[config.mk]
export PLATFORM = sky130hd
export DESIGN_NAME = cache_bank_arbiter
export DESIGN_NICKNAME = d
export VERILOG_FILES = /design/src/cache_pkg.sv /design/src/cache_bank_arbiter.sv
export VERILOG_INCLUDE_DIRS = /design/src /design/src/src
export SDC_FILE = /design/constraint.sdc
export NUM_CORES = 1
export LEC_CHECK = 0
export BUFFER_PORTS_ARGS = -buffer_cell sky130_fd_sc_hd__buf_2
export CAP_MARGIN = 20
export CORE_AREA = 2 2 223 225
export DETAILED_ROUTE_END_ITERATION = 8
export DIE_AREA = 0 0 225 227
export PLACE_DENSITY = 0.31
export SLEW_MARGIN = 40
export SYNTH_ARGS = -nofsm -noshare
export SYNTH_HDL_FRONTEND = slang
export SYNTH_SLANG_ARGS = --single-unit
[constraint.sdc]
create_clock -name vclk -period 2
set_input_delay 0.1 -clock vclk [all_inputs]
set_output_delay 0.1 -clock vclk [all_outputs]
set_load 0.02 [all_outputs]
[src/cache_defs.svh]
`ifndef CACHE_DEFS_SVH
`define CACHE_DEFS_SVH

// cache geometry
`define CACHE_SETS   256
`define CACHE_BANKS  4       // 32-bit words per line
`define WORD_W       32

// address split, tag | index | byte offset
`define TAG_W        20
`define INDEX_W      8
`define OFFSET_W     4

// way choice register, must not be zero
`define LFSR_SEED    8'h01

`endif

[src/cache_pkg.sv]
`include "cache_defs.svh"

package cache_pkg;

    typedef logic [`WORD_W-1:0]                 word_t;
    typedef logic [`TAG_W-1:0]                  tag_t;
    typedef logic [`INDEX_W-1:0]                index_t;
    typedef logic [`OFFSET_W-1:0]               offset_t;
    typedef logic [1:0]                         bank_sel_t;   // word within a line
    typedef logic [3:0]                         strb_t;
    typedef logic                               way_t;
    typedef logic [`CACHE_BANKS*`WORD_W-1:0]    line_t;
    typedef logic [`TAG_W+`INDEX_W+`OFFSET_W-1:0] mem_addr_t;

    typedef enum logic [2:0] {
        IDLE,
        LOOKUP,
        MISS,
        REPLACE,
        REFILL
    } main_state_e;

    typedef enum logic {
        ST_IDLE,
        ST_WRITE
    } store_state_e;

    typedef struct packed {
        logic    op;       // 1 = store
        index_t  index;
        tag_t    tag;
        offset_t offset;
        strb_t   wstrb;
        word_t   wdata;
    } cpu_req_t;

    typedef struct packed {
        strb_t   wen;
        index_t  index;
        word_t   wdata;
    } bank_access_t;

    typedef struct packed {
        way_t      way;
        index_t    index;
        bank_sel_t bank;
        strb_t     wstrb;
        word_t     wdata;
    } store_entry_t;

    typedef struct packed {
        tag_t tag;
        logic valid;
    } tagv_t;

endpackage

[src/cache_bank_arbiter.sv]
`include "cache_defs.svh"

module cache_bank_arbiter
    import cache_pkg::*;
(
    input  logic         busy,
    input  store_entry_t entry,
    input  bank_access_t ctrl_access [`CACHE_BANKS],
    input  way_t         ctrl_way,    // refill target way
    output bank_access_t bank_access [2][`CACHE_BANKS]
);

    always_comb begin
        for (int w = 0; w < 2; w++) begin
            for (int b = 0; b < `CACHE_BANKS; b++) begin
                if (busy && entry.way == way_t'(w) && entry.bank == bank_sel_t'(b)) begin
                    // store buffer owns this bank for one cycle
                    bank_access[w][b].wen   = entry.wstrb;
                    bank_access[w][b].index = entry.index;
                    bank_access[w][b].wdata = entry.wdata;
                end else begin
                    bank_access[w][b].index = ctrl_access[b].index;
                    bank_access[w][b].wdata = ctrl_access[b].wdata;
                    bank_access[w][b].wen   = (ctrl_way == way_t'(w))
                                              ? ctrl_access[b].wen : 4'h0;
                end
            end
        end
    end

endmodule

==> metrics.md <==
| Metric | Value |
|---|---|
| Outcome | `finished clean` |
| Switch share | `58.9%` |
| Hold WC Path Type | `primary input to output pin` |
| Fmax | `558 MHz` |
| Via Count | `5,878` |
| Fillers | `5,533` |
| Hold_sp | `ctrl_access[140]` |
| Critical Path Fanout Max | `44` |
| Gr ovfl total | `0` |
| Share of cells above drive strength 1 | `92.7%` |
| Register area share after synthesis | `0%` |
| Crit. End Element | `output pin` |
| Max incr delay on CP | `0.39 ns` |
| DRC Markers | `0` |
| Worst VDD drop | `0.0803 mV` |
| Syn_area_per_cell | `10.2 µm²` |
| Initial antenna violation count | `5` |
| Worst path arrival time | `1.69 ns` |
| Max_cap viols | `0` |
| ANT nets after route | `0` |
| # hold bufs at CTS | `0` |
| Post-route minimum period | `1.79 ns` |
| Switching pwr | `1260 µW` |
| Sequential power share | `0%` |
| Distinct cells, synth | `15` |
| CP delay by family, top | `buffers and inverters` |
| Period utilisation layout | `89.6%` |
| Mapped cell area | `4470 µm²` |
| Buffers & Inverters on Critical Path | `3` |
| Critical Path RT | `1.90 ns` |
| CP Launch Point | `entry[36]` |
| Cell mode on critical path | `buf_2` |
| Syn_nets | `663` |
| P_leak | `0.00404 µW` |
| Setup TNS | `0 ns` |
| Initial core utilization | `9.20%` |
| Crit path launch type | `primary input` |
| GRT Overall Usage | `10.2%` |
| Post-DP HPWL | `23,700 µm` |
| Die height | `227 µm` |
| Final Max Slew Viols | `0` |
| Sequential Area | `0 µm²` |
| Number of post-CTS setup repair buffers | `0` |
| Post-Syn Instances | `438` |
| Largest net degree at the start of global routing | `45` |
| Clk pwr share | `0%` |
| First-pass GRT wire length | `39,100 µm` |
| TritonRoute pass-1 iters | `4` |
| Power Density | `261 nW/µm²` |
| Row cnt | `81` |
| Placed Cells | `1,611` |
| RSZ-0062 raised after global routing | `no` |
| Worst rel slew slack | `69.4%` |
| NumNets Final | `1,216` |
| Worst-margin pin slew | `0.459 ns` |
| Setup Crit Path Kind | `primary input to output pin` |
| Area grow syn2layout | `83.2%` |
| CP max stage cell | `nor4bb_4` |
| Layout Cells excl Fill | `1,614` |
| PortBufs | `577` |
| DR vias/cell | `3.64` |
| Fin. Hold Viols | `0` |
| Sequential cells | `0` |
| Yosys warns | `0` |
| Crit-path cells | `buf_2 > nor4bb_4 > buf_12 > mux2_2 > buf_2` |
| Internal power | `877 µW` |
| Post-CTS sizing | `0` |
| Chip width | `225 µm` |
| Clock buffer count | `0` |
| Logic pwr share | `100.0%` |
| Number of global-route vias before repair | `5,694` |
| Initial DRC Count | `94` |
| Core area | `48,500 µm²` |
| Wirelength per Cell | `18.3 µm` |
| Die ar. | `51,100 µm²` |
| WL final | `29,500 µm` |
| RePlAce Congestion | `0.828` |
| I/O pins | `577` |
| Final Setup Violations | `0` |
==> per-layer routing <==
metal | global-route usage (%) | vias to the layer above | part of all wire, %
li1 | - | 2787 | -
met1 | 11.8 | 2793 | 39
met5 | 0 | - | 0
met3 | 1.14 | 21 | 5.2
met2 | 20.2 | 277 | 54
met4 | 1.79 | 0 | 1.7
==> kinds of logic (layout without fill, tap and decap cells) <==
logic type | after synthesis | after routing | synth area share (%)
multiplexers | 352 | 352 | 87.9
other | 0 | 3 | 0
AND/OR/NAND/NOR | 40 | 40 | 5.80
buffers and inverters | 46 | 597 | 6.33
==> area by class of cell <==
class / instances / area [µm²] / area share (%)
Inverter: 4 / 15.0 / 0.184
Timing Repair Buffer: 593 / 3130 / 38.3
Multi-Input combinational cell: 392 / 4250 / 51.9
Tap cell: 622 / 778 / 9.52
Antenna cell: 3 / 7.51 / 0.0918
==> layout by cell type, fill, tap and decap left out, drive strengths merged <==
cell type and count:
mux2i 32, diode 3, mux2 320, nand4 1, inv 4, buf 593, nand2 16, nand2b 16
nor4bb 3, nor4b 1, nand4b 3
==> path summary, 6_finish.rpt <==
check | to | cells after the start
worst max-delay path | bank_access[300] | 5
worst min-delay path | bank_access[316] | 3
==> power groups by stage <==
stage / logic [µW] / clock network, µW / registers, µW
floorplan: 1230 / 0 / 0
global placement: 2170 / 0 / 0
detailed placement: 2160 / 0 / 0
CTS: 2170 / 0 / 0
global route: 2280 / 0.0000668 / 0
finish: 2140 / 0.000201 / 0
==> through the flow <==
stage	area, µm²	power [µW]	hold slack, ns	util [%]	setup WS (ns)
3_5_place_dp	8170	2160	0.547	16.8	0.200
6_report	8180	2140	0.547	16.8	0.208
5_1_grt	8170	2280	0.553	16.8	0.136
3_3_place_gp	8170	2170	0.547	16.8	0.190
2_1_floorplan	4470	1230	0.389	-	0.490
4_1_cts	8170	2170	0.547	16.8	0.195
==> Yosys cell counts <==
cell type	instances	area share [%]
nand2_1	16	1.3
mux2i_1	32	7.2
nor4b_4	1	0.53
clkbuf_1	3	0.25
buf_4	12	2.0
mux2_1	2	0.50
nand4_1	1	0.14
buf_2	22	2.5
nand4b_2	2	0.67
buf_6	5	1.3
nand2b_1	16	2.2
inv_1	4	0.34
nor4bb_1	3	0.67
nand4b_1	1	0.20
mux2_2	318	80
Note: power is estimated with default switching activity, not from simulation.
