### src/cache_defs.svh
`ifndef CACHE_DEFS_SVH
`define CACHE_DEFS_SVH

// cache geometry
`define CACHE_SETS   256
`define CACHE_BANKS  4       // 32-bit words per line
`define WORD_W       32

// address split, tag | index | byte offset
`define TAG_W        20
`define INDEX_W      8
`define OFFSET_W     4

// way choice register, must not be zero
`define LFSR_SEED    8'h01

`endif

### src/cache_pkg.sv
`include "cache_defs.svh"

package cache_pkg;

    typedef logic [`WORD_W-1:0]                 word_t;
    typedef logic [`TAG_W-1:0]                  tag_t;
    typedef logic [`INDEX_W-1:0]                index_t;
    typedef logic [`OFFSET_W-1:0]               offset_t;
    typedef logic [1:0]                         bank_sel_t;   // word within a line
    typedef logic [3:0]                         strb_t;
    typedef logic                               way_t;
    typedef logic [`CACHE_BANKS*`WORD_W-1:0]    line_t;
    typedef logic [`TAG_W+`INDEX_W+`OFFSET_W-1:0] mem_addr_t;

    typedef enum logic [2:0] {
        IDLE,
        LOOKUP,
        MISS,
        REPLACE,
        REFILL
    } main_state_e;

    typedef enum logic {
        ST_IDLE,
        ST_WRITE
    } store_state_e;

    typedef struct packed {
        logic    op;       // 1 = store
        index_t  index;
        tag_t    tag;
        offset_t offset;
        strb_t   wstrb;
        word_t   wdata;
    } cpu_req_t;

    typedef struct packed {
        strb_t   wen;
        index_t  index;
        word_t   wdata;
    } bank_access_t;

    typedef struct packed {
        way_t      way;
        index_t    index;
        bank_sel_t bank;
        strb_t     wstrb;
        word_t     wdata;
    } store_entry_t;

    typedef struct packed {
        tag_t tag;
        logic valid;
    } tagv_t;

endpackage

### src/cache_store_buffer.sv
module cache_store_buffer
    import cache_pkg::*;
(
    input  logic         clk,
    input  logic         resetn,
    input  logic         store_hit,
    input  way_t         hit_way,
    input  cpu_req_t     held_req,
    input  cpu_req_t     req,
    input  logic         valid,
    output logic         busy,
    output store_entry_t entry,
    output logic         conflict
);

    store_state_e state;
    logic         bank_clash;
    logic         word_clash;

    always_ff @(posedge clk) begin
        if (!resetn) begin
            state <= ST_IDLE;
        end else begin
            state <= store_hit ? ST_WRITE : ST_IDLE;   // stays busy on back-to-back hits
        end
    end

    assign busy = (state == ST_WRITE);

    always_ff @(posedge clk) begin
        if (store_hit) begin
            entry.way   <= hit_way;
            entry.index <= held_req.index;
            entry.bank  <= held_req.offset[3:2];
            entry.wstrb <= held_req.wstrb;
            entry.wdata <= held_req.wdata;
        end
    end

    // load would read the bank being written this cycle
    assign bank_clash = busy && (req.offset[3:2] == entry.bank);
    // load of the very word the hitting store is about to write
    assign word_clash = store_hit
                        && {req.tag, req.index, req.offset[3:2]}
                           == {held_req.tag, held_req.index, held_req.offset[3:2]};

    assign conflict = valid && !req.op && (bank_clash || word_clash);

endmodule

### config.mk
export PLATFORM = sky130hd
export DESIGN_NAME = cache_store_buffer
export DESIGN_NICKNAME = d
export VERILOG_FILES = /design/src/cache_pkg.sv /design/src/cache_store_buffer.sv
export VERILOG_INCLUDE_DIRS = /design/src /design/src/src
export SDC_FILE = /design/constraint.sdc
export NUM_CORES = 1
export LEC_CHECK = 0
export BUFFER_PORTS_ARGS = -buffer_cell sky130_fd_sc_hd__buf_2
export CAP_MARGIN = 20
export CORE_ASPECT_RATIO = 0.5
export CORE_MARGIN = 3
export CORE_UTILIZATION = 30
export CTS_CLUSTER_DIAMETER = 120
export CTS_CLUSTER_SIZE = 25
export DETAILED_ROUTE_END_ITERATION = 6
export GPL_TIMING_DRIVEN = 0
export PLACE_DENSITY_LB_ADDON = 0.08
export RECOVER_POWER = 50
export SLEW_MARGIN = 30
export SYNTH_ARGS = -nofsm -noshare
export SYNTH_HDL_FRONTEND = slang
export SYNTH_SLANG_ARGS = --single-unit
### constraint.sdc
create_clock -name clk -period 1.3 [get_ports clk]
set_clock_uncertainty 0.2 [all_clocks]
set_input_delay 0.065 -clock clk [delete_from_list [all_inputs] [get_ports clk]]
set_output_delay 0.065 -clock clk [all_outputs]
set_load 0.1 [all_outputs]
==> out/qor.txt, run 1 <==
status - complete, but fails checks
failing checks - negative hold slack, negative setup slack
num rows - 19
io pins - 192
# H-tree levels - 2
largest net degree at the start of global routing - 50
routed len/inst - 12.5 um
CP required - 1030 ps
CTS Buf Count - 5
most frequent cells in the layout - buf_2, dlygate4sd3_1, edfxtp_1
area growth from synthesis to layout - 94.8%
vias in the first global route - 1621
crit path from - req[40]
root buffer cell - clkbuf_16
pre-CTS setup slack - -887 ps
Max FO, Critical Path - 1
gr ovfl total - 0
Die Wd - 116 um
Synth cell types - 11
antenna violations before repair - 0
max-slew violation count - 0
Critical Path End Type - output pin
clock transition at the registers of the reported paths - 70 ps
GRT Util Overall - 12.9%
RSZ-0062 raised after global routing - true
CTS tree - done
startpoint types - primary input
final WL - 4690 um
Hold Path Origin - store_hit
Worst Hold Slack - -49.9 ps
DIE AREA - 7040 um^2
Max Cap Violations - 0
slew margin rel. - 79.1%
Syn Area/Cell - 19.2 um^2
Cells after Synth - 94
port bufs - 150
pin slew with the least headroom to its limit - 311 ps
commonest non-fill, non-tap cell in the layout - buf_2
clock tree buffer depth - 2
Arr. time, crit path - 1350 ps
clock sink count - 48
Die Ht - 60.8 um
fin crit share - 124%
first-pass GRT wire length - 6960 um
Post-Syn Nets - 237
share of cells above drive strength 1 - 54.2%
#FFs+latches synth - 48
drt pass-1 iters - 4
share of synthesized area occupied by flip-flops and latches - 79.3%
critical path type - primary input to output pin
leak pwr - 1.52 nW
CTS Hold Bufs - 48
Setup WS post-layout - -316 ps
Max IR drop VDD - 0.000532 V
post-synthesis cell area - 1800 um^2
Core ar. - 5630 um^2
nets - 443
Final ANT Viol Nets - 0
Worst Hold Class - primary input to register
pwr dens - 1310 nW/um^2
Setup violations, final - 1
Yosys warning total - 0
clock period minus worst slack - 1620 ps
dpl hpwl - 3280 um
# diodes - 0
post-DR vias/cell - 4.20
Starting Density - 32.0%
Highest Clock Rate - 619 MHz
Iteration-0 DRC Markers - 60
global placer's final weighted congestion - 0.693
Final Hold Viols - 48
drt drc - 0
vias - 1569
## final cells by class
class | count | area (um^2)
clock inverters | 3 | 17.5
repair buffers | 199 | 1440
well taps | 73 | 91.3
clock buffers | 5 | 125
flip-flops and latches | 48 | 1430
multi-input cells | 46 | 413
fillers | 446 | 2120
## metal layers
layer / wire, um / track usage (%) / vias up / share of wire, %
met1: 1730 / 13.8 / 715 / 37
li1: - / - / 769 / -
met5: 0 / 0 / - / 0
met3: 464 / 4.38 / 5 / 9.9
met2: 2450 / 24.6 / 80 / 52
met4: 47 / 4.46 / 0 / 1.0
## cell usage after synthesis
| cell | number | area, um^2 |
|---|---|---|
| nand3_1 | 1 | 5.00 |
| xnor2_2 | 1 | 16.3 |
| dfxtp_1 | 1 | 20.0 |
| nor4_1 | 4 | 25.0 |
| edfxtp_1 | 47 | 1410 |
| xnor2_1 | 20 | 175 |
| nand4_1 | 6 | 37.5 |
| and2_1 | 1 | 6.26 |
| xor2_1 | 11 | 96.3 |
| a21oi_1 | 1 | 5.00 |
| nand2b_1 | 1 | 6.26 |
## kinds of logic (layout without fill, tap and decap cells)
| kind of cell | after synthesis | count (layout) | synth area share [%] |
|---|---|---|---|
| buffers and inverters | 0 | 207 | 0 |
| AND/OR/NAND/NOR | 13 | 13 | 4.44 |
| XOR/XNOR | 32 | 32 | 16.0 |
| AO/OA/AOI/OAI | 1 | 1 | 0.277 |
| flip-flops | 48 | 48 | 79.3 |
## registers in the layout, summed over array words and instances, names as in the netlist
name and cells:
entry 47, busy 1
## report_power, final
group          internal (mW)  switching (mW)
sequential              1.83          0.0334
clock                  0.709           0.536
combinational          0.433            1.06
total                   2.98            1.63
## what timing repair did
action,4_1_cts,5_1_grt
endpoints found under the setup margin,26,25
gates resized for setup,34,33
pin swaps,4,9
setup buffers,1,0
hold endpoints to repair,95,47
## final timing paths
kind / depth (start not counted) / to / slack [ps]
max: 7 / conflict / -320
min: 1 / entry[33]$_DFFE_PP_ / -50
## stage by stage
| stage | cells | TNS [ps] | area (um^2) | total power, mW | util, % |
|---|---|---|---|---|---|
| floorplan | 94 | -870 | 1820 | 2.87 | - |
| global placement | 317 | -9150 | 2660 | 3.17 | 47.2 |
| detailed placement | 317 | -887 | 2660 | 3.18 | 47.2 |
| CTS | 374 | -436 | 3400 | 4.61 | 60.3 |
| global route | 374 | -455 | 3510 | 4.78 | 62.4 |
| finish | 374 | -316 | 3510 | 4.60 | 62.4 |
## worst max-delay path: stages
cell	delay [ps]
buf_6	100
xnor2_2	130
nand4_1	140
nor4_2	320
nand4_1	190
a21oi_4	210
buf_12	190
(Power assumes the default switching activity.)
==> run 2: changes to the inputs <==
--- a/config.mk
+++ b/config.mk
@@ -10,7 +10,7 @@
 export CAP_MARGIN = 20
 export CORE_ASPECT_RATIO = 0.5
 export CORE_MARGIN = 3
-export CORE_UTILIZATION = 30
+export CORE_UTILIZATION = 34
 export CTS_CLUSTER_DIAMETER = 120
 export CTS_CLUSTER_SIZE = 25
 export DETAILED_ROUTE_END_ITERATION = 6
==> run 2 against run 1 <==
The run still ends with negative hold slack, negative setup slack left. Clock power fell by 34%. Final area fell by 1.9%. Via count fell by 0.70%. Die area fell by 11%. Critical path type is now register to output pin. Wire length rose by 7.7%. Fmax fell by 2.9%. First-iteration DRC count rose by 17%. Worst hold slack got worse by 93 ps.
==> out/qor.txt, run 2 (synthesized netlist as in run 1, its figures left out) <==
Starting Density - 35.9% (+3.9 points)
Post-DP Area - 2670 um^2 (+0.52%)
slowest cell on the critical path - edfxtp_1
worst stage delay on the critical path - 420 ps (+100 ps)
Worst Hold Slack - -143 ps (-92.9 ps)
pin slew with the least headroom to its limit - 765 ps (+454 ps)
gr ovfl total - 0 (unchanged)
fin crit share - 128% (+3.7 points)
Highest Clock Rate - 601 MHz (-2.9%)
Core ar. - 5020 um^2 (-11%)
critical path type - register to output pin
Power Total - 4.20 mW (-8.8%)
CP required - 1030 ps (about the same)
Die Wd - 109 um (-5.8%)
CTS Buf Count - 5 (unchanged)
vias in the first global route - 1631 (+0.62%)
routed len/inst - 13.5 um (+7.9%)
first-pass GRT wire length - 7120 um (+2.3%)
# diodes - 0 (unchanged)
DIE AREA - 6270 um^2 (-11%)
drt drc - 0 (unchanged)
dpl hpwl - 3350 um (+2.2%)
commonest non-fill, non-tap cell in the layout - buf_2
vias - 1558 (-0.70%)
startpoint types - register
status - complete, but fails checks
Max FO, Critical Path - 2 (+1)
leak pwr - 1.49 nW (-2.2%)
slew margin rel. - 49.0% (-30 points)
post-DR vias/cell - 4.18 (-0.43%)
RSZ-0062 raised after global routing - true
num rows - 18 (-1)
Final Hold Viols - 21 (-56%)
nets - 446 (+0.68%)
Worst path depth - 4 (-3)
antenna violations before repair - 0 (unchanged)
drt pass-1 iters - 4 (unchanged)
Setup WS post-layout - -364 ps (-48.3 ps)
largest net degree at the start of global routing - 24 (-52%)
crit path buf inv count - 1 (-1)
port bufs - 150 (unchanged)
pwr dens - 1220 nW/um^2 (-7.0%)
Iteration-0 DRC Markers - 70 (+17%)
crit-path cells - xnor2_1 -> nand3_1 -> a21oi_4 -> buf_12
clock transition at the registers of the reported paths - 80 ps (about the same)
Setup violations, final - 1 (unchanged)
area growth from synthesis to layout - 91.1%
Max IR drop VDD - 0.000630 V (+18%)
CTS tree - done
failing checks - negative hold slack, negative setup slack
Worst Hold Class - primary input to register
share of cells above drive strength 1 - 53.1% (-1.0 points)
max reg flops - 47 (unchanged)
max-slew violation count - 0 (unchanged)
io pins - 192 (unchanged)
global placer's final weighted congestion - 0.690 (-0.36%)
final WL - 5050 um (+7.7%)
Max Cap Violations - 0 (unchanged)
Reg with most FFs - entry
clock period minus worst slack - 1660 ps (+48.3 ps)
clock sink count - 48 (unchanged)
# H-tree levels - 2 (unchanged)
most frequent cells in the layout - buf_2, dlygate4sd3_1, edfxtp_1
CTS Hold Bufs - 48 (unchanged)
Hold Crit Depth - 1 (unchanged)
fin util - 68.6% (+6.3 points)
final instance area - 3450 um^2 (-1.9%)
Critical Path End Type - output pin
GRT Util Overall - 15.1% (+2.2 points)
largest delay contributor family on the critical path - flip-flops
clock tree buffer depth - 2 (unchanged)
Arr. time, crit path - 1400 ps (+50 ps)
Final ANT Viol Nets - 0 (unchanged)
root buffer cell - clkbuf_8
Die Ht - 57.5 um (-5.5%)
run 2: repair_timing:
item                                    CTS  global route
gates resized for setup                  55            10
endpoints found under the setup margin   46             4
endpoints found under the hold margin    69            21
pin swaps                                 2             3
buffers inserted                          0             2
cloned                                    1             0
run 2: per-stage QoR:
| step | hold slack (ps) | worst slack, ps | TNS [ps] | instances |
|---|---|---|---|---|
| after floorplan | -36.1 | -870 | -870 | 94 |
| after global placement | 42.8 | -1170 | -8300 | 314 |
| after detailed placement | 43.3 | -893 | -893 | 315 |
| after CTS | -147 | -373 | -373 | 371 |
| after global routing | -148 | -452 | -509 | 373 |
| final | -143 | -364 | -364 | 373 |
run 2: path summary, 6_finish.rpt:
kind  slack [ps]                 end           startpoint
min         -140  entry[0]$_DFFE_PP_            store_hit
max         -360            conflict  entry[37]$_DFFE_PP_
run 2: cell type report:
type | count | area, um^2
fill | 347 | 1580
timing repair buffer | 202 | 1450
sequential | 48 | 1430
multi-input combinational | 46 | 398
tap | 70 | 87.6
clock buffer | 5 | 68.8
clock inverter | 2 | 12.5
run 2: power by group:
group	internal (mW)	switching, mW	total (mW)
registers	1.83	0.0359	1.87
clock network	0.364	0.453	0.817
logic	0.444	1.07	1.52
run 2: routing by layer:
| metal | part of all wire (%) | up-vias | GRT usage (%) |
|---|---|---|---|
| li1 | - | 767 | - |
| met5 | 0 | - | 0 |
| met3 | 9.0 | 7 | 4.63 |
| met2 | 54 | 80 | 29.8 |
| met4 | 1.1 | 0 | 5.04 |
| met1 | 36 | 704 | 15.0 |
