--- src/cache_defs.svh ---
`ifndef CACHE_DEFS_SVH
`define CACHE_DEFS_SVH

// cache geometry
`define CACHE_SETS   256
`define CACHE_BANKS  4       // 32-bit words per line
`define WORD_W       32

// address split, tag | index | byte offset
`define TAG_W        20
`define INDEX_W      8
`define OFFSET_W     4

// way choice register, must not be zero
`define LFSR_SEED    8'h01

`endif

--- src/cache_pkg.sv ---
`include "cache_defs.svh"

package cache_pkg;

    typedef logic [`WORD_W-1:0]                 word_t;
    typedef logic [`TAG_W-1:0]                  tag_t;
    typedef logic [`INDEX_W-1:0]                index_t;
    typedef logic [`OFFSET_W-1:0]               offset_t;
    typedef logic [1:0]                         bank_sel_t;   // word within a line
    typedef logic [3:0]                         strb_t;
    typedef logic                               way_t;
    typedef logic [`CACHE_BANKS*`WORD_W-1:0]    line_t;
    typedef logic [`TAG_W+`INDEX_W+`OFFSET_W-1:0] mem_addr_t;

    typedef enum logic [2:0] {
        IDLE,
        LOOKUP,
        MISS,
        REPLACE,
        REFILL
    } main_state_e;

    typedef enum logic {
        ST_IDLE,
        ST_WRITE
    } store_state_e;

    typedef struct packed {
        logic    op;       // 1 = store
        index_t  index;
        tag_t    tag;
        offset_t offset;
        strb_t   wstrb;
        word_t   wdata;
    } cpu_req_t;

    typedef struct packed {
        strb_t   wen;
        index_t  index;
        word_t   wdata;
    } bank_access_t;

    typedef struct packed {
        way_t      way;
        index_t    index;
        bank_sel_t bank;
        strb_t     wstrb;
        word_t     wdata;
    } store_entry_t;

    typedef struct packed {
        tag_t tag;
        logic valid;
    } tagv_t;

endpackage

--- src/cache_ctrl.sv ---
`include "cache_defs.svh"

module cache_ctrl
    import cache_pkg::*;
(
    input  logic         clk,
    input  logic         resetn,
    input  logic         valid,
    input  cpu_req_t     req,
    input  logic         conflict,
    input  tagv_t        way_tagv [2],
    input  logic [1:0]   way_dirty,
    input  word_t        way_words [2][`CACHE_BANKS],
    input  logic         rd_rdy,
    input  logic         ret_valid,
    input  logic         ret_last,
    input  word_t        ret_data,
    input  logic         wr_rdy,
    output logic         addr_ok,
    output logic         data_ok,
    output word_t        rdata,
    output logic         store_hit,
    output way_t         hit_way,
    output cpu_req_t     held_req,
    output bank_access_t ctrl_access [`CACHE_BANKS],
    output index_t       meta_index,
    output logic [1:0]   tagv_wen,
    output tagv_t        tagv_wdata,
    output logic [1:0]   dirty_wen,
    output logic         dirty_wdata,
    output logic         rd_req,
    output mem_addr_t    rd_addr,
    output logic         wr_req,
    output mem_addr_t    wr_addr,
    output line_t        wr_data
);

    main_state_e state;
    main_state_e state_nxt;
    logic [1:0]  way_hit;
    logic        cache_hit;
    way_t        hit_idx;
    way_t        victim;
    bank_sel_t   held_bank;
    bank_sel_t   refill_cnt;
    logic [7:0]  lfsr;
    logic        first_replace;   // first cycle of REPLACE
    logic        refill_beat;
    logic        refill_done;
    logic [31:0] strb_mask;
    word_t       fill_word;
    index_t      look_index;

    assign held_bank = held_req.offset[3:2];

    // tag compare against the registered request
    assign way_hit[0] = way_tagv[0].valid && (way_tagv[0].tag == held_req.tag);
    assign way_hit[1] = way_tagv[1].valid && (way_tagv[1].tag == held_req.tag);
    assign cache_hit  = |way_hit;
    assign hit_idx    = way_hit[1];

    assign victim      = lfsr[0];
    assign refill_beat = (state == REFILL) && ret_valid;
    assign refill_done = refill_beat && ret_last;

    assign addr_ok   = valid && !conflict
                       && ((state == IDLE) || (state == LOOKUP && cache_hit));
    assign store_hit = (state == LOOKUP) && cache_hit && held_req.op;
    assign data_ok   = ((state == LOOKUP) && (cache_hit || held_req.op))
                       || (refill_beat && !held_req.op && refill_cnt == held_bank);
    assign rdata     = (state == LOOKUP) ? way_words[hit_idx][held_bank] : ret_data;

    // refill writes go to the victim, lookups report the hitting way
    assign hit_way = (state == REFILL) ? victim : hit_idx;

    always_ff @(posedge clk) begin
        if (!resetn) begin
            state <= IDLE;
        end else begin
            state <= state_nxt;
        end
    end

    always_comb begin
        state_nxt = state;
        case (state)
            IDLE:    if (addr_ok) state_nxt = LOOKUP;
            LOOKUP: begin
                if (!cache_hit) begin
                    state_nxt = MISS;
                end else if (!addr_ok) begin
                    state_nxt = IDLE;
                end
            end
            MISS:    if (wr_rdy) state_nxt = REPLACE;
            REPLACE: if (rd_rdy) state_nxt = REFILL;
            REFILL:  if (refill_done) state_nxt = IDLE;
            default: state_nxt = IDLE;
        endcase
    end

    always_ff @(posedge clk) begin
        if (addr_ok) begin
            held_req <= req;
        end
    end

    always_ff @(posedge clk) begin
        if (!resetn) begin
            refill_cnt    <= '0;
            lfsr          <= `LFSR_SEED;
            first_replace <= 1'b0;
        end else begin
            if (refill_beat) begin
                refill_cnt <= refill_cnt + 2'd1;   // wraps after the last beat
            end
            if (refill_done) begin
                lfsr <= {lfsr[6:0], lfsr[7] ^ lfsr[5] ^ lfsr[4] ^ lfsr[3]};
            end
            first_replace <= (state == MISS) && wr_rdy;
        end
    end

    // new index while accepting, held index during the miss walk
    assign look_index = (state == IDLE || state == LOOKUP) ? req.index : held_req.index;
    assign meta_index = look_index;

    assign strb_mask = {{8{held_req.wstrb[3]}}, {8{held_req.wstrb[2]}},
                        {8{held_req.wstrb[1]}}, {8{held_req.wstrb[0]}}};
    assign fill_word = (held_req.op && refill_cnt == held_bank)
                       ? ((held_req.wdata & strb_mask) | (ret_data & ~strb_mask))
                       : ret_data;

    always_comb begin
        for (int b = 0; b < `CACHE_BANKS; b++) begin
            ctrl_access[b].index = look_index;
            ctrl_access[b].wdata = fill_word;
            ctrl_access[b].wen   = (refill_beat && refill_cnt == bank_sel_t'(b)) ? 4'hf : 4'h0;
        end
    end

    // tag/valid and dirty updates at the end of a refill
    assign tagv_wen    = refill_done ? (2'b01 << victim) : 2'b00;
    assign tagv_wdata  = '{tag: held_req.tag, valid: 1'b1};
    assign dirty_wen   = store_hit ? (2'b01 << hit_idx) : tagv_wen;
    assign dirty_wdata = held_req.op;   // store miss leaves the line dirty

    assign rd_req  = (state == REPLACE);
    assign rd_addr = {held_req.tag, held_req.index, {`OFFSET_W{1'b0}}};

    // victim data is read at the held index during MISS
    assign wr_req  = first_replace && way_tagv[victim].valid && way_dirty[victim];
    assign wr_addr = {way_tagv[victim].tag, held_req.index, {`OFFSET_W{1'b0}}};

    always_comb begin
        for (int b = 0; b < `CACHE_BANKS; b++) begin
            wr_data[b*`WORD_W +: `WORD_W] = way_words[victim][b];
        end
    end

endmodule

--- config.mk ---
export PLATFORM = sky130hd
export DESIGN_NAME = cache_ctrl
export DESIGN_NICKNAME = d
export VERILOG_FILES = /design/src/cache_pkg.sv /design/src/cache_ctrl.sv
export VERILOG_INCLUDE_DIRS = /design/src /design/src/src
export SDC_FILE = /design/constraint.sdc
export NUM_CORES = 1
export LEC_CHECK = 0
export BUFFER_PORTS_ARGS = -buffer_cell sky130_fd_sc_hd__buf_2
export CORE_AREA = 2 2 361 363
export DETAILED_ROUTE_END_ITERATION = 6
export DIE_AREA = 0 0 363 365
export GPL_ROUTABILITY_DRIVEN = 1
export PLACE_DENSITY = 0.3
export SLEW_MARGIN = 40
export SYNTH_ARGS = -nofsm -noshare
export SYNTH_HDL_FRONTEND = slang
export SYNTH_SLANG_ARGS = --single-unit
--- constraint.sdc ---
create_clock -name clk -period 5.3 [get_ports clk]
set_input_delay 1.06 -clock clk [delete_from_list [all_inputs] [get_ports clk]]
set_output_delay 1.06 -clock clk [all_outputs]
set_load 0.03 [all_outputs]
==> metrics.txt, run 1 <==
# rows=132; Hold Slack=0.468 ns; status=finished, final reports clean; Clock Path Buffers=2; Buffers & Inverters on Critical Path=4; CTS Buf Count=9; critical path's slowest cell=nor4_4; Cell variety after synth=44; die width=363 um; most common library cells after synthesis=mux2_2, buf_4, nand2_1; CTS Root Cell=clkbuf_16; CP Capture Type=primary output; routed wl met3=8.74 mm; critical-path cell list=buf_2, xnor2_1, nand4_1, nor4_4, and2_4, buf_12, buf_4, mux2_2, o22ai_1, o41ai_2, buf_2; # port buffers=908; Slew Viols, Final=0; # resized after CTS=0; Reg clk slew, reported paths=around 0.090 ns; post-DR wirelength/cell=25.9 um; nets=2121; sequential area share after synthesis=23.9%; Switching Share=55.0%; drt pass-1 iters=4; MaxCap Viol Count=0; startpoint type of the worst setup path=input port; top cells by area, synth=mux2_2, edfxtp_1, buf_4, o41ai_2, mux2_1; WP data required=4.24 ns; gr usage total=12.6%; Setup-failing EPs final=0; Hold Path Stages=2; cell family with most CP delay=simple AND/OR/NAND/NOR gates; ys async rst share=0%; CTS sink cnt=83; total wire length=88.1 mm; EDFF count, synth=69; Mapped Cells=1024; worst min path class=register to register; worst-path fanout max=37; top-area cell type share of the netlist area=between 20 and 25%; share of layout cells above drive strength 1=73.1%; reg2reg path depth=9; post-synthesis instance area=9820 um2; slew margin rel.=42.9%; WP data arrival=approximately 3.8 ns; grt total ovfl=0; synth warn=0; WL met1=37.8 mm; Setup WS post-layout=0.445 ns; Hold Fails Final Rpt=0; FILL cells=14900; Comb pwr share=60.5%; CP Class=input port to primary output; Layout area overhead=56.9%; initial antenna violation count=52; H-Tree Depth=3; Flop pwr share=21.1%; largest area contributor in the netlist=mux2_2; vias in the first global route=10800; cts hold-fix bufs=0; Placeable Area=129000 um2; most numerous cell in the Yosys netlist=mux2_2; register area=2360 um2; pin count of the biggest net entering global routing=66; DR vias=11100; starting density of the core=approximately 7.6%; Power Dens Cells=273 nW/um2; minimum clock period=approximately 4.9 ns; Post-Syn Area per Cell=9.59 um2; vias per cell=between 3 and 4; top_reg_cell synth=edfxtp_1; NetSw=2.31 mW; leak pwr=6.82 nW; RSZ-0062 raised after global routing=no; clock share of power=18.5%; Place WS=~0.3 ns; Final Cycle Share=between 90 and 100%; maximum clock frequency=just over 200 MHz; worst stage delay on the critical path=0.37 ns; number of remaining DRC errors=0; first-pass GRT wire length=109 mm; CTS tree=yes; dpl hpwl=75.6 mm; total power=4.21 mW; Routed Antenna Nets=0; area of the multi-input gates=5690 um2; met2 wire len=between 40 and 50 mm; Clock Skews=~0.015 ns; DR top layer=met5; Die ar.=about 130000 um2; # IOs=918; Die Y=365 um; Crit path depth=11; DRT iter0 DRCs=approximately 640; Post-CTS Setup Inserts=0; most frequent cell on the critical path=buf_2; GPL Wtd Cong=0.823; Slew @ Worst Pin=0.856 ns; number of synthesized register bits=83; Power Internal=1.89 mW; setup_tns=0 ns; clock latency on the worst-skew pair=0.43 ns; maximum VDD drop=approximately 0.24 mV
## through the flow
| step | area, um2 | util (%) | cells |
|---|---|---|---|
| after detailed placement | 15100 | 11.7 | 3372 |
| final | 15400 | 12.0 | 3396 |
| after global placement | 15100 | 11.7 | 3372 |
| after floorplan | 9850 | - | 1031 |
| after global routing | 15400 | 12.0 | 3391 |
| after CTS | 15400 | 12.0 | 3388 |
## cells by family (layout without fill, tap and decap cells)
family	count (synthesis)	count (layout)	share of synthesized area, %
flip-flops	83	83	23.9
AO/OA/AOI/OAI	185	185	15.2
XOR/XNOR	46	46	4.10
buffers and inverters	282	964	19.1
multiplexers	254	254	29.1
other	2	17	0.0765
adder cells (fa/ha/maj)	4	4	0.510
AND/OR/NAND/NOR	168	168	7.94
## cell usage in the layout, fill, tap and decap left out, types with 26 or more instances in the layout
master      n
edfxtp_1   69
nand3_1    37
buf_2     908
buf_4      26
a21oi_1    66
o22ai_1    32
a31o_2     33
mux2_1     37
nand2_1    88
mux2_2    216
o41ai_2    32
## per-layer routing
metal / GRT usage, % / vias up
met2: 20.2 / 621
met3: 5.40 / 87
met4: 2.07 / 42
met5: 0 / -
li1: - / 4928
met1: 15.9 / 5427
## state kept, by name, indices dropped and copies added (netlist names)
| signal | flops |
|---|---|
| held_req | 68 |
| refill_cnt | 2 |
| dirty_wdata | 1 |
| lfsr | 8 |
| state | 3 |
| first_replace | 1 |
## worst register-to-register path: cells and delay by family (launching register included)
family,cells,cell delay [ns]
buffers and inverters,4,1.14
flip-flops,1,0.55
XOR/XNOR,1,0.27
AO/OA/AOI/OAI,2,0.48
AND/OR/NAND/NOR,2,0.61
## final timing paths
check               startpoint           end  slack, ns
setup reg to reg  held_req[40]  held_req[20]       1.95
hold / removal         lfsr[6]       lfsr[6]       0.47
hold reg to reg        lfsr[6]       lfsr[6]       0.47
setup / recovery   way_tagv[3]     rdata[11]       0.44
## power groups by stage
stage	Combinational, mW	Clock [mW]	Sequential [mW]
CTS	2.60	0.855	0.887
floorplan	1.63	0	0.982
global placement	2.60	0	0.903
detailed placement	2.59	0	0.901
global route	2.69	0.861	0.896
finish	2.54	0.778	0.886
## cell type report
class / count / share of cell area (%)
Antenna cell: 8 / 0.130
Sequential cell: 83 / 15.3
Clock inverter: 6 / 0.390
Tap cell: 1675 / 13.6
Clock buffer: 10 / 1.62
Inverter: 5 / 0.122
Timing Repair Buffer: 943 / 31.9
Multi-Input combinational cell: 666 / 36.9
No activity file was read; power rests on OpenSTA's default activity.
==> inputs of run 2 (changes only) <==
Clock period 5.3 ns to 5 ns, I/O delays scaled along.
==> run 2 against run 1 <==
Effect of this change:
- largest cell class unchanged
- critical endpoint is now rdata[5]
- wire length shrank 0.38%
- via count grew 0.41%
- count of clock-buffer cells in the layout grew 2
- sequential share of layout area shrank 0.15 points
==> metrics.txt, run 2 (same netlist as run 1, synthesis figures left out) <==
cts hold-fix bufs=0; Setup-failing EPs final=0; DR vias=about 11000; Clock Skews=0.0175 ns; Power Dens Cells=292 nW/um2; CP Capture Type=primary output; Clock Path Buffers=2; vias per cell=3.27; most frequent cells in the layout=buf_2, mux2_2, nand2_1, edfxtp_1, a21oi_1; Reg clk slew, reported paths=0.08 ns; critical path's slowest cell=a21oi_1; startpoint type of the worst setup path=input port; starting density of the core=7.63%; # rows=132; Place WS=between 0.3 and 0.4 ns; maximum VDD drop=roughly 0.20 mV; CTS sink cnt=83; minimum clock period=approximately 4.7 ns; FILL cells=14900; area of the multi-input gates=5690 um2; max FFs per register=slightly below 70; Slew @ Worst Pin=between 0.8 and 0.9 ns; CTS Buf Count=9; die width=363 um; maximum clock frequency=~210 MHz; Routed Antenna Nets=0; dpl hpwl=75.1 mm; clock latency on the worst-skew pair=0.43 ns; status=finished, final reports clean; Die ar.=132000 um2; Hold Fails Final Rpt=0; MaxCap Viol Count=0; gr usage total=between 10% and 20%; Most flops, register=held_req; # resized after CTS=0; first-pass GRT wire length=around 110 mm; WP data arrival=3.73 ns; Final Cycle Share=94.7%; Largest regs=held_req: 68 flops, lfsr: 8 flops, state: 3 flops; commonest non-fill, non-tap cell in the layout=buf_2; number of remaining DRC errors=0; leak pwr=slightly below 7 nW; # IOs=918; worst-path fanout max=66; drt pass-1 iters=5; worst stage delay on the critical path=0.57 ns; fin area=roughly 16000 um2; pin count of the biggest net entering global routing=67; DRT iter0 DRCs=633; RSZ-0062 raised after global routing=no; initial antenna violation count=43; setup_tns=0 ns; register area=between 2000 and 2500 um2; Slew Viols, Final=0; CTS Root Cell=clkbuf_16; WP data required=4.00 ns; Layout area overhead=58.5%; flop2flop setup slack=1.61 ns; critical-path cell list=buf_2, xnor2_1, nand4_1, nor4_4, buf_12, nand2_4, buf_12, a21oi_1, o41ai_2, buf_2; total wire length=87.8 mm; GPL Wtd Cong=0.839; worst min path class=register to register; nets=2131; dpl cell area=15200 um2; share of layout cells above drive strength 1=between 70 and 80%; CP Class=input port to primary output; vias in the first global route=10700; Die Y=365 um; slew margin rel.=43.9%; post-DR wirelength/cell=25.8 um; H-Tree Depth=3; # port buffers=908; Setup WS post-layout=between 0.2 and 0.3 ns; Post-CTS Setup Inserts=0; Placeable Area=129000 um2; grt total ovfl=0; CTS tree=yes
-- run 2: area by class of cell --
| cell class | count | share of cell area [%] |
|---|---|---|
| antenna | 8 | 0.129 |
| clock buffer | 12 | 1.86 |
| clock inverter | 4 | 0.225 |
| inverter | 5 | 0.121 |
| multi-input combinational | 666 | 36.6 |
| sequential | 83 | 15.1 |
| tap | 1675 | 13.5 |
| timing repair buffer | 953 | 32.5 |
-- run 2: per-layer routing --
metal  wire length, um  track usage, %  share of wire [%]
met1             38600            16.3                 44
met2             40600            20.2                 46
met3              7180            4.11                8.2
met4              1180            2.45                1.3
met5               186               0               0.21
-- run 2: power by group --
part           internal [mW]  switching [mW]
clock                  0.419           0.429
combinational          0.815            1.94
sequential             0.845          0.0936
-- run 2: path summary, 6_finish.rpt --
| kind | to | start | depth (start not counted) |
|---|---|---|---|
| max | rdata[5] | way_tagv[1] | 10 |
| min | lfsr[2] | lfsr[1] | 2 |
| max reg2reg | held_req[0] | held_req[40] | 7 |
| min reg2reg | lfsr[2] | lfsr[1] | 2 |
-- run 2: per-stage QoR --
stage	hold slack [ns]	util [%]	instances	power, mW
finish	0.466	12.1	3406	4.54
global route	0.491	12.1	3400	4.77
CTS	0.470	12.1	3398	4.67
detailed placement	0.457	11.8	3382	3.75
global placement	0.454	11.8	3379	3.74
floorplan	0.441	-	1031	2.77
-- run 2: worst max-delay path, delay by kind of cell --
| family | cells | cell delay (ns) |
|---|---|---|
| compound gates | 2 | 0.74 |
| xor+xnor | 1 | 0.26 |
| buf+inv | 4 | 0.91 |
| simple gates | 3 | 0.68 |
